[config.mk]
export PLATFORM = sky130hd
export DESIGN_NAME = cpu_ctrl
export DESIGN_NICKNAME = d
export VERILOG_FILES = /design/src/cpu_ctrl_pkg.sv /design/src/step_if.sv /design/src/field_if.sv /design/src/op_fields.sv /design/src/step_sequencer.sv /design/src/ucode_table.sv /design/src/cpu_ctrl.sv
export SDC_FILE = /design/constraint.sdc
export NUM_CORES = 1
export LEC_CHECK = 0
export BUFFER_PORTS_ARGS = -buffer_cell sky130_fd_sc_hd__buf_2
export CELL_PAD_IN_SITES_DETAIL_PLACEMENT = 2
export CELL_PAD_IN_SITES_GLOBAL_PLACEMENT = 2
export CORE_ASPECT_RATIO = 1.1
export CORE_MARGIN = 2
export CORE_UTILIZATION = 28
export CTS_BUF_LIST = sky130_fd_sc_hd__clkbuf_8
export CTS_CLUSTER_DIAMETER = 150
export DETAILED_ROUTE_END_ITERATION = 7
export PLACE_DENSITY_LB_ADDON = 0.08
export RECOVER_POWER = 50
export SYNTH_ARGS = -nofsm -noshare
export SYNTH_HDL_FRONTEND = slang
export SYNTH_SLANG_ARGS = --single-unit
[constraint.sdc]
create_clock -name clk -period 3.9 [get_ports clk]
set_clock_uncertainty 0.2 [all_clocks]
set_input_delay 0.78 -clock clk [delete_from_list [all_inputs] [get_ports clk]]
set_output_delay 0.78 -clock clk [all_outputs]
set_load 0.02 [all_outputs]
[src/cpu_ctrl_pkg.sv]
package cpu_ctrl_pkg;

    localparam int DEF_STEP_W = 3;  // Enough for the longest kept sequence

    typedef enum logic [3:0] {
        NONE = 4'd0,
        Z    = 4'd1,
        W    = 4'd2,
        B    = 4'd3,
        C    = 4'd4,
        D    = 4'd5,
        E    = 4'd6,
        H    = 4'd7,
        L    = 4'd8,
        SPH  = 4'd9,
        SPL  = 4'd10,
        PCH  = 4'd11,
        PCL  = 4'd12,
        A    = 4'd13,
        F    = 4'd14,
        MEM  = 4'd15                // Data bus side of the memory port
    } reg8_t;

    typedef enum logic [2:0] {
        WZ, BC, DE, HL, AF, SP, PC
    } reg16_t;

    typedef enum logic {
        AB_NO_MASK,
        AB_MASK_AND_FF00            // Keeps only the high byte of the address
    } ab_mask_t;

    typedef enum logic [2:0] {
        ADD, ADC, SUB, SBC, AND, XOR, OR, CP
    } alu_op_t;

    typedef enum logic [1:0] {
        COND_NZ, COND_Z, COND_NC, COND_C
    } cond_t;

    typedef struct packed {
        logic f_z;
        logic f_n;
        logic f_h;
        logic f_c;
    } flags_t;

    typedef enum logic [2:0] {
        ACC_A   = 3'd0,
        ACC_DB  = 3'd1,
        ACC_PCL = 3'd4
    } s_acc_t;

    typedef enum logic {
        ARG_DB, ARG_ONE
    } s_arg_t;

    typedef enum logic {
        R_WB_DB, R_WB_ALU
    } s_r_wb_t;

    typedef enum logic [1:0] {
        RR_WB_NONE, RR_WB_IDU, RR_WB_WZ
    } s_rr_wb_t;

    typedef enum logic [1:0] {
        INC, DEC, ADJ               // ADJ carries the PCL offset into the high byte
    } idu_mode_t;

    typedef enum logic [3:0] {
        OP_NOP, OP_LD_R_R, OP_LD_R_N, OP_LD_HL_N, OP_LD_R_HL, OP_LD_HL_R,
        OP_ALU_R, OP_ALU_HL, OP_ALU_N, OP_INCDEC_R, OP_JR, OP_JR_CC
    } op_class_t;

endpackage

[src/step_if.sv]
interface step_if #(
    parameter int STEP_W = 3
);
    logic [STEP_W-1:0] step;        // Current microcode step
    logic              done;        // Last step of the instruction
    logic              is_cond;     // Branch on condition instead of incrementing
    logic [STEP_W-1:0] next_cond;   // Step taken when the condition fails

    modport sequencer (
        output step,
        input  done,
        input  is_cond,
        input  next_cond
    );

    modport ucode (
        input  step,
        output done,
        output is_cond,
        output next_cond
    );

endinterface

[src/field_if.sv]
interface field_if;
    import cpu_ctrl_pkg::*;

    op_class_t op_class;
    reg8_t     r8_dst;              // From opcode bits 5..3
    reg8_t     r8_src;              // From opcode bits 2..0
    alu_op_t   alu_op;

    modport source (
        output op_class, r8_dst, r8_src, alu_op
    );

    modport sink (
        input op_class, r8_dst, r8_src, alu_op
    );

endinterface

[src/op_fields.sv]
module op_fields (
    input  logic [7:0] ir,
    field_if.source    fields
);
    import cpu_ctrl_pkg::*;

    op_class_t cls;

    function automatic reg8_t r8_decode(input logic [2:0] code);
        case (code)
            3'd0: return B;
            3'd1: return C;
            3'd2: return D;
            3'd3: return E;
            3'd4: return H;
            3'd5: return L;
            3'd6: return MEM;           // [HL]
            default: return A;
        endcase
    endfunction

    // First match wins, so the specific patterns sit above the general ones
    always_comb begin
        casez (ir)
            8'h00:       cls = OP_NOP;
            8'h18:       cls = OP_JR;
            8'b001??000: cls = OP_JR_CC;
            8'h36:       cls = OP_LD_HL_N;
            8'b00???110: cls = OP_LD_R_N;
            8'b0011010?: cls = OP_NOP;      // INC/DEC [HL] not supported
            8'b00???10?: cls = OP_INCDEC_R;
            8'h76:       cls = OP_NOP;      // HALT slot
            8'b01110???: cls = OP_LD_HL_R;
            8'b01???110: cls = OP_LD_R_HL;
            8'b01??????: cls = OP_LD_R_R;
            8'b10???110: cls = OP_ALU_HL;
            8'b10??????: cls = OP_ALU_R;
            8'b11???110: cls = OP_ALU_N;
            default:     cls = OP_NOP;
        endcase
    end

    always_comb begin
        fields.op_class = cls;
        fields.r8_dst = r8_decode(ir[5:3]);
        fields.r8_src = r8_decode(ir[2:0]);
        case (cls)
            OP_ALU_R, OP_ALU_HL, OP_ALU_N: fields.alu_op = alu_op_t'(ir[5:3]);
            OP_INCDEC_R: fields.alu_op = ir[0] ? SUB : ADD;   // Bit 0 selects DEC
            default: fields.alu_op = ADD;
        endcase
    end

endmodule

[src/step_sequencer.sv]
module step_sequencer #(
    parameter int STEP_W = 3
) (
    input  logic                 clk,
    input  logic                 rst,
    input  logic [7:0]           d_in,
    input  cpu_ctrl_pkg::flags_t flags,
    output logic [7:0]           ir,
    step_if.sequencer            seq
);
    import cpu_ctrl_pkg::*;

    cond_t cond;
    logic  cond_met;

    assign cond = cond_t'(ir[4:3]);     // cc field of JR cc,e

    always_comb begin
        case (cond)
            COND_NZ: cond_met = !flags.f_z;
            COND_Z:  cond_met = flags.f_z;
            COND_NC: cond_met = !flags.f_c;
            default: cond_met = flags.f_c;
        endcase
    end

    always_ff @(posedge clk) begin
        if (!rst) begin
            ir <= 8'h00;                    // Starts on a NOP, which fetches
            seq.step <= '0;
        end else if (seq.done) begin
            ir <= d_in;                     // Opcode fetched in the last step
            seq.step <= '0;
        end else if (seq.is_cond && !cond_met) begin
            seq.step <= seq.next_cond;      // Skip the branch body
        end else begin
            seq.step <= seq.step + 1'b1;
        end
    end

endmodule

[src/ucode_table.sv]
module ucode_table #(
    parameter int STEP_W = 3
) (
    field_if.sink                     fields,
    step_if.ucode                     seq,
    output cpu_ctrl_pkg::reg16_t      s_ab,
    output cpu_ctrl_pkg::ab_mask_t    ab_mask,
    output cpu_ctrl_pkg::reg8_t       s_db,
    output cpu_ctrl_pkg::reg8_t       t_db,
    output cpu_ctrl_pkg::s_r_wb_t     s_r_wb,
    output cpu_ctrl_pkg::alu_op_t     alu_op,
    output cpu_ctrl_pkg::s_acc_t      s_acc,
    output cpu_ctrl_pkg::s_arg_t      s_arg,
    output cpu_ctrl_pkg::idu_mode_t   idu,
    output cpu_ctrl_pkg::s_rr_wb_t    s_rr_wb,
    output cpu_ctrl_pkg::reg16_t      t_rr_wb,
    output logic                      wr_pc
);
    import cpu_ctrl_pkg::*;

    logic fetch;    // Fetch next opcode at the address bus and finish
    logic imm;      // Read the byte at PC into Z and advance PC

    always_comb begin
        fetch = 1'b0;
        imm = 1'b0;
        seq.done = 1'b0;
        seq.is_cond = 1'b0;
        seq.next_cond = '0;
        wr_pc = 1'b0;
        s_ab = PC;
        ab_mask = AB_NO_MASK;
        s_db = NONE;
        t_db = NONE;
        s_r_wb = R_WB_DB;
        alu_op = fields.alu_op;
        s_acc = ACC_A;
        s_arg = ARG_DB;
        idu = INC;
        s_rr_wb = RR_WB_NONE;
        t_rr_wb = WZ;

        case (fields.op_class)
            OP_LD_R_R: begin
                fetch = 1'b1;
                if (seq.step == STEP_W'(0)) begin
                    s_db = fields.r8_src;
                    t_db = fields.r8_dst;
                end
            end
            OP_LD_R_N: begin
                if (seq.step == STEP_W'(0)) begin
                    imm = 1'b1;
                end else begin
                    fetch = 1'b1;
                    if (seq.step == STEP_W'(1)) begin
                        s_db = Z;
                        t_db = fields.r8_dst;
                    end
                end
            end
            OP_LD_HL_N: begin
                case (seq.step)
                    STEP_W'(0): imm = 1'b1;
                    STEP_W'(1): begin
                        s_ab = HL;              // Store the immediate at [HL]
                        s_db = Z;
                        t_db = MEM;
                    end
                    default: fetch = 1'b1;
                endcase
            end
            OP_LD_R_HL, OP_ALU_HL, OP_ALU_N: begin
                case (seq.step)
                    STEP_W'(0): begin
                        if (fields.op_class == OP_ALU_N) begin
                            imm = 1'b1;
                        end else begin
                            s_ab = HL;          // Operand from memory into Z
                            s_db = MEM;
                            t_db = Z;
                        end
                    end
                    STEP_W'(1): begin
                        fetch = 1'b1;
                        s_db = Z;
                        if (fields.op_class == OP_LD_R_HL) begin
                            t_db = fields.r8_dst;
                        end else begin
                            t_db = A;
                            s_r_wb = R_WB_ALU;
                        end
                    end
                    default: fetch = 1'b1;
                endcase
            end
            OP_LD_HL_R: begin
                if (seq.step == STEP_W'(0)) begin
                    s_ab = HL;
                    s_db = fields.r8_src;
                    t_db = MEM;
                end else begin
                    fetch = 1'b1;
                end
            end
            OP_ALU_R: begin
                fetch = 1'b1;
                if (seq.step == STEP_W'(0)) begin
                    s_db = fields.r8_src;
                    t_db = A;
                    s_r_wb = R_WB_ALU;
                end
            end
            OP_INCDEC_R: begin
                fetch = 1'b1;
                if (seq.step == STEP_W'(0)) begin
                    s_db = fields.r8_dst;       // Register on both sides of the ALU
                    t_db = fields.r8_dst;
                    s_r_wb = R_WB_ALU;
                    s_acc = ACC_DB;
                    s_arg = ARG_ONE;
                end
            end
            OP_JR, OP_JR_CC: begin
                case (seq.step)
                    STEP_W'(0): begin
                        imm = 1'b1;
                        if (fields.op_class == OP_JR_CC) begin
                            seq.is_cond = 1'b1;
                            seq.next_cond = STEP_W'(3);
                        end
                    end
                    STEP_W'(1): begin
                        ab_mask = AB_MASK_AND_FF00;     // Z <- PCL + e, W <- adjusted PCH
                        idu = ADJ;
                        s_db = Z;
                        t_db = Z;
                        s_r_wb = R_WB_ALU;
                        alu_op = ADD;
                        s_acc = ACC_PCL;
                        s_rr_wb = RR_WB_IDU;
                        t_rr_wb = WZ;
                    end
                    STEP_W'(2): begin
                        fetch = 1'b1;
                        s_ab = WZ;                      // Fetch from the branch target
                    end
                    default: fetch = 1'b1;
                endcase
            end
            default: fetch = 1'b1;
        endcase

        if (imm) begin
            wr_pc = 1'b1;
            s_db = MEM;
            t_db = Z;
        end
        if (fetch) begin
            seq.done = 1'b1;
            wr_pc = 1'b1;
        end
    end

endmodule

[src/cpu_ctrl.sv]
module cpu_ctrl #(
    parameter int STEP_W = cpu_ctrl_pkg::DEF_STEP_W
) (
    input  logic                      clk,
    input  logic                      rst,
    input  logic [7:0]                d_in,
    input  cpu_ctrl_pkg::flags_t      flags,
    output logic [7:0]                ir,
    output logic [STEP_W-1:0]         step,
    output logic                      done,
    output cpu_ctrl_pkg::reg16_t      s_ab,
    output cpu_ctrl_pkg::ab_mask_t    ab_mask,
    output cpu_ctrl_pkg::reg8_t       s_db,
    output cpu_ctrl_pkg::reg8_t       t_db,
    output cpu_ctrl_pkg::s_r_wb_t     s_r_wb,
    output cpu_ctrl_pkg::alu_op_t     alu_op,
    output cpu_ctrl_pkg::s_acc_t      s_acc,
    output cpu_ctrl_pkg::s_arg_t      s_arg,
    output cpu_ctrl_pkg::idu_mode_t   idu,
    output cpu_ctrl_pkg::s_rr_wb_t    s_rr_wb,
    output cpu_ctrl_pkg::reg16_t      t_rr_wb,
    output logic                      wr_pc
);

    step_if #(.STEP_W(STEP_W)) step_bus ();
    field_if field_bus ();

    op_fields u_fields (
        .ir     (ir),
        .fields (field_bus.source)
    );

    step_sequencer #(.STEP_W(STEP_W)) u_seq (
        .clk   (clk),
        .rst   (rst),
        .d_in  (d_in),
        .flags (flags),
        .ir    (ir),
        .seq   (step_bus.sequencer)
    );

    ucode_table #(.STEP_W(STEP_W)) u_table (
        .fields  (field_bus.sink),
        .seq     (step_bus.ucode),
        .s_ab    (s_ab),
        .ab_mask (ab_mask),
        .s_db    (s_db),
        .t_db    (t_db),
        .s_r_wb  (s_r_wb),
        .alu_op  (alu_op),
        .s_acc   (s_acc),
        .s_arg   (s_arg),
        .idu     (idu),
        .s_rr_wb (s_rr_wb),
        .t_rr_wb (t_rr_wb),
        .wr_pc   (wr_pc)
    );

    assign step = step_bus.step;
    assign done = step_bus.done;    // High in the fetch cycle of every instruction

endmodule

## Word level (Yosys, flattened, before mapping)

Cells that the tools add are included.

| word-level totals | value |
|---|---|
| register bits after elaboration | 11 |
| output and inout bits | 40 |

| cells by class | value |
|---|---|
| $add $sub $neg | 1 |
| equality and inequality tests | 40 |
| mux-type cells | 68 |
| bitwise operators | 1 |
| reduce and logical (&&, ||, !) cells | 20 |

Operator list:

| cell | number |
|---|---|
| $pmux 4 s7 | 3 |
| $mux 4 | 14 |
| $pmux 4 s2 | 6 |
| $mux 3 | 11 |
| $mux 1 | 20 |
| $pmux 4 s5 | 1 |
| $eq 3x3->1 const B | 6 |
| $eq 4x3->1 const B | 4 |
| $eq 4x4->1 const B | 4 |
| $pmux 4 s4 | 1 |
| $eq 3x2->1 const B | 5 |
| $eq 4x2->1 const B | 3 |
| $pmux 3 s2 | 2 |
| $pmux 3 s4 | 1 |
| $reduce_or 3->1 | 4 |
| $eq 5x4->1 const B | 2 |
| $eq 5x5->1 const B | 2 |
| $mux 2 | 5 |
| $reduce_or 2->1 | 5 |
| $eq 3x1->1 const B | 3 |
| $logic_not 3->1 | 3 |
| $eq 8x5->1 const B | 1 |
| $eq 8x6->1 const B | 1 |
| $eq 8x7->1 const B | 1 |
| other kinds (16) | 22 |

## Depth between registers and ports, before layout

| logic depth | value |
|---|---|
| depth after elaboration | 14 |
| mapped depth | 9 |

## Hierarchy

A second synthesis with hierarchy kept.

| second synthesis, totals | value |
|---|---|
| cell total of the unflattened synthesis | 205 |
| area total of the unflattened synthesis | 1,551.5 sq um |

By module, submodules not included:

| module | times used | cells each | area an instance (sq um) | sequential area each (sq um) |
|---|---|---|---|---|
| ucode_table | 1 | 102 | 675.6 | 0.0 |
| step_sequencer | 1 | 44 | 475.5 | 220.2 |
| op_fields | 1 | 59 | 400.4 | 0.0 |

## Least setup slack after synthesis

OpenSTA, ideal clock, no wires.

| timing path | value |
|---|---|
| kind | register -> output |
| from | reg u_seq.ir[7] |
| to | out t_db[1] |
| data arrival time | 2.382 ns |
| data required time | 2.920 ns |
| setup slack | 0.538 ns |
| cell stages (with the launch flop) | 8 |
| cell sequence | dfxtp_1 > buf_4 > and4bb_1 > o21ai_1 > a2111oi_4 > and4_1 > o21ai_1 > a311oi_1 |

| between the ends | value |
|---|---|
| word-level cells in the longest chain between the ends | 13 |
| elaborated cells between the ends (all ways) | 43 |
| those cells by class | eq/ne (24); mux (14); reduce/logical (5) |

RTL lines:

| element | RTL line | text |
|---|---|---|
| from (decl) | step_sequencer.sv:8 | `output logic [7:0] ir,` |
| from (signal assigned) | step_sequencer.sv:32 | `ir <= d_in;` |
| $eq 5x5->1 / $eq 2x2->1 (equally long branches) | op_fields.sv:24 | `casez (ir)` |
| $pmux 4 s2 (2 in a row) | op_fields.sv:24 |  |
| $mux 4 (2 in a row) | op_fields.sv:24 |  |
| $pmux 4 s2 (2 in a row) | op_fields.sv:24 |  |
| $pmux 4 s4 * | op_fields.sv:24 |  |
| $eq 4x3->1 / $eq 4x4->1 (equally long branches) | ucode_table.sv:43, ucode_table.sv:87, ucode_table.sv:76 |  |
| $mux 4 / $mux 1 (equally long branches) | ucode_table.sv:87, ucode_table.sv:76 |  |
| $pmux 4 s2 / $mux 1 (equally long branches) | ucode_table.sv:74 | `case (seq.step)` |
| $pmux 4 s7 / $pmux 1 s2 (equally long branches) | ucode_table.sv:43 | `case (fields.op_class)` |
| $mux 4 * | ucode_table.sv:154 | `if (imm) begin` |
| to (decl) | cpu_ctrl.sv:14 | `output cpu_ctrl_pkg::reg8_t t_db,` |

Mark *: on every way between the ends. The rest lies on a longest branch, timed or not.

## Worst setup path after layout

| timing path | value |
|---|---|
| from | reg u_seq.ir[7] |
| to | out wr_pc |

| between the ends | value |
|---|---|
| word-level cells in the longest chain between the ends | 14 |
| elaborated cells between the ends (all ways) | 39 |
| those cells by class | eq/ne (21); mux (13); reduce/logical (5) |

RTL lines:

| element | RTL line | text |
|---|---|---|
| $eq 5x5->1 / $eq 2x2->1 (equally long branches) | op_fields.sv:24 |  |
| $pmux 4 s2 (2 in a row) | op_fields.sv:24 |  |
| $mux 4 (2 in a row) | op_fields.sv:24 |  |
| $pmux 4 s2 (2 in a row) | op_fields.sv:24 |  |
| $pmux 4 s4 * | op_fields.sv:24 |  |
| $eq 4x4->1 | ucode_table.sv:43, ucode_table.sv:76 |  |
| $mux 1 | ucode_table.sv:76 | `if (fields.op_class == OP_ALU_N) begin` |
| $mux 1 | ucode_table.sv:74 |  |
| $pmux 1 s2 | ucode_table.sv:43 |  |
| $mux 1 | ucode_table.sv:154 |  |
| $mux 1 * | ucode_table.sv:159 | `if (fetch) begin` |
| to (decl) | cpu_ctrl.sv:22 | `output logic wr_pc` |

Marked as above.

==> impl_metrics.toml <==
[synthesis]
synth_edf_count = 0
netlist-cell-type-count = 57
syn-cell-area_um2 = 1574
synthFlopType = "dfxtp_1"
async_reset_ff_share_pct = 0
synth_cells = 221
syn_area_per_cell_um2 = 7.122
seq_area_frac_synth_pct = 13.99
ys.warnings.count = 0
synth_seq_cells = 11

[die]
die_width_um = 75.49
ios = 54
rows = 28
die_area_um2 = 6238
fp.dieH_um = 82.64
core_area_um2 = 5395
initial_core_util_pct = 29.17

[sta]
slew_headroom_pct = 56.09
finalCritPeriodShare_pct = 94.42
fin_crit_ps = 3682
hold_violations = 0
slew_viol_final = 0
max_freq_mhz = 271.6
setup_viol = 0
rsz0062_at_grt = "false"
tightestPinTransition_ps = 653.7
fin_setup_tns_ps = 0

[cells_and_area]
layout_common_cells = "36 x nand2_1, 35 x buf_2, 17 x buf_4"
drive_gt1_share_pct = 24.34
final_nets = 286
multi_input_area_um2 = 1186
final_common_cell = "nand2_1"
fill_cells = 708
diodes = 0
register_area_um2 = 220.2
syn2layout_area_growth_pct = 22.97
postLayoutCoreUtil_pct = 35.88

[detailed_routing]
wl_mm = 5.844
vias = 1822
drt_iter0_drc = 59
drc = 0
wl_per_cell_um = 17.09
postRouteAntennaNets = 0
drtPass1Iterations = 4
via_per_inst = 5.327

[power]
switching_share_pct = 50.74
p_per_area_nw_per_um2 = 419.4
power_frac_seq_pct = 20.5
pwr-share-clk_pct = 14.2
p_sw_mw = 0.4119
comb_power_share_pct = 65.3
ir_drop_mv = 0.2690
internal_power_mw = 0.3998
p_leak_nw = 0.8598

[cts]
hold_buffers = 0
h-tree-depth = 1
insertion_delay_ps = 240
clk_pin_slew_ps = 50
cts.sinks = 11
cts_made_buffers = 3
clockBufferDepth = 2
cts_tree = "done"
clockRootBuffer = "clkbuf_8"

[job]
cap_violations = 0

[setup_path]
arrival_ps = 2700
path_class = "reg2out"
cp-end-kind = "output port"
cp_max_fo = 10
crit_required_ps = 2920
cp-start-kind = "flop"

[placed_design]
place_congestion = 0.8291
place_hpwl_mm = 4.632
io_buffers = 45

[global_routing]
grt_pass1_wl_mm = 9.646
track_usage_pct = 20.20
grt_antenna_before_repair = 0
grt_max_degree = 19
gr-total-overflow = 0
grt_pass1_vias = 1854

[worst_hold_path]
hold_path_class = "reg2reg"

[outcome]
outcome = "finished, final reports clean"
[logic make-up (layout without fill, tap and decap cells)]
family,Yosys count,in the layout,share of synthesized area (%)
AOI/OAI and AO/OA,65,65,31.32
xor gates and xnor gates,7,7,3.895
adders and majority gates,4,4,3.180
buffers and inverters,38,79,12.00
DFF,11,11,13.99
muxes,8,8,5.088
other,1,6,0.2382
and+or+nand+nor,87,87,30.29
[power by group through the flow]
stage          Clock, mW  Sequential [mW]  Combinational (mW)
2_1_floorplan          0            0.164               0.367
3_3_place_gp           0            0.168               0.525
3_5_place_dp           0            0.170               0.535
4_1_cts            0.121            0.167               0.537
5_1_grt            0.122            0.171               0.583
6_report           0.116            0.166               0.530
[Yosys cell counts (2+ instances only)]
cell type / count / share of area, %
a2111oi_2: 2 / 1.9
a21boi_0: 2 / 0.95
a21o_1: 3 / 1.4
a21oi_1: 10 / 3.2
a311oi_1: 2 / 1.1
a31oi_1: 3 / 1.2
a32o_1: 2 / 1.3
and3_1: 5 / 2.0
and4_1: 2 / 1.1
and4bb_1: 2 / 1.6
buf_1: 3 / 0.72
buf_2: 7 / 2.2
buf_4: 10 / 4.8
clkbuf_1: 8 / 1.9
dfxtp_1: 11 / 14
ha_1: 4 / 3.2
inv_1: 8 / 1.9
inv_2: 2 / 0.48
mux2i_1: 8 / 5.1
nand2_1: 36 / 8.6
nand2b_1: 7 / 2.8
nand3_1: 6 / 1.9
nand3b_1: 2 / 0.95
nor2_1: 8 / 1.9
nor2b_1: 4 / 1.6
nor3_1: 3 / 0.95
nor4_1: 3 / 1.2
o2111ai_1: 2 / 1.1
o211a_1: 3 / 1.9
o211ai_1: 7 / 3.3
o21a_1: 2 / 0.95
o21ai_0: 10 / 3.2
o21ai_1: 3 / 0.95
o31ai_1: 3 / 1.4
xnor2_1: 5 / 2.8
xor2_1: 2 / 1.1
[layout make-up]
type	instances	area share, %
timing repair buffer	65	18.16
clock buffer	3	2.133
tap	75	4.848
sequential	11	11.38
multi-input combinational	177	61.28
inverter	10	1.939
clock inverter	1	0.2586
[what timing repair did]
action,in CTS,in global routing
setup buffers,0,2
gates resized for setup,0,3
setup endpoints to repair,0,2
[registers in the layout (all words and copies together) (netlist names)]
| signal | cells |
|---|---|
| u_seq.ir | 8 |
| u_seq.seq.step | 3 |
[metal layers]
layer  GRT usage [%]  up-vias  share of wire, %
met5               0        -                 0
met4           5.439        0               1.6
met3           1.214       11               2.4
met2           35.65       40                50
met1           26.34      889                46
li1                -      882                 -
[stage by stage]
step	cells	cell area (µm²)	hold slack [ps]	setup WS, ps	power, mW
detailed placement	336	1901	361.4	356.9	0.7044
floorplan	226	1593	469.3	538.0	0.5307
finish	342	1936	376.4	217.6	0.8118
global placement	336	1901	356.0	402.6	0.6932
global route	342	1936	419.8	35.36	0.8767
CTS	340	1947	375.3	91.46	0.8251
[critical path, cell delays in order (launching register included)]
cell     delay (ps)
dfxtp_1         410
or3_1           460
nor3_1          530
o21a_1          240
a31oi_1          90
o31ai_2         450
nand2_1         100
buf_2           180
[worst paths after layout]
check | startpoint | to | slack (ps) | depth (start not counted)
worst max-delay path | u_seq.ir[7]$_SDFFE_PN0P_ | wr_pc | 220 | 7
worst min-delay path | u_seq.ir[5]$_SDFFE_PN0P_ | u_seq.ir[5]$_SDFFE_PN0P_ | 380 | 2
worst max register to register | u_seq.ir[7]$_SDFFE_PN0P_ | u_seq.ir[1]$_SDFFE_PN0P_ | 720 | 7
worst min register to register | u_seq.ir[5]$_SDFFE_PN0P_ | u_seq.ir[5]$_SDFFE_PN0P_ | 380 | 2
(Power assumes the default switching activity.)
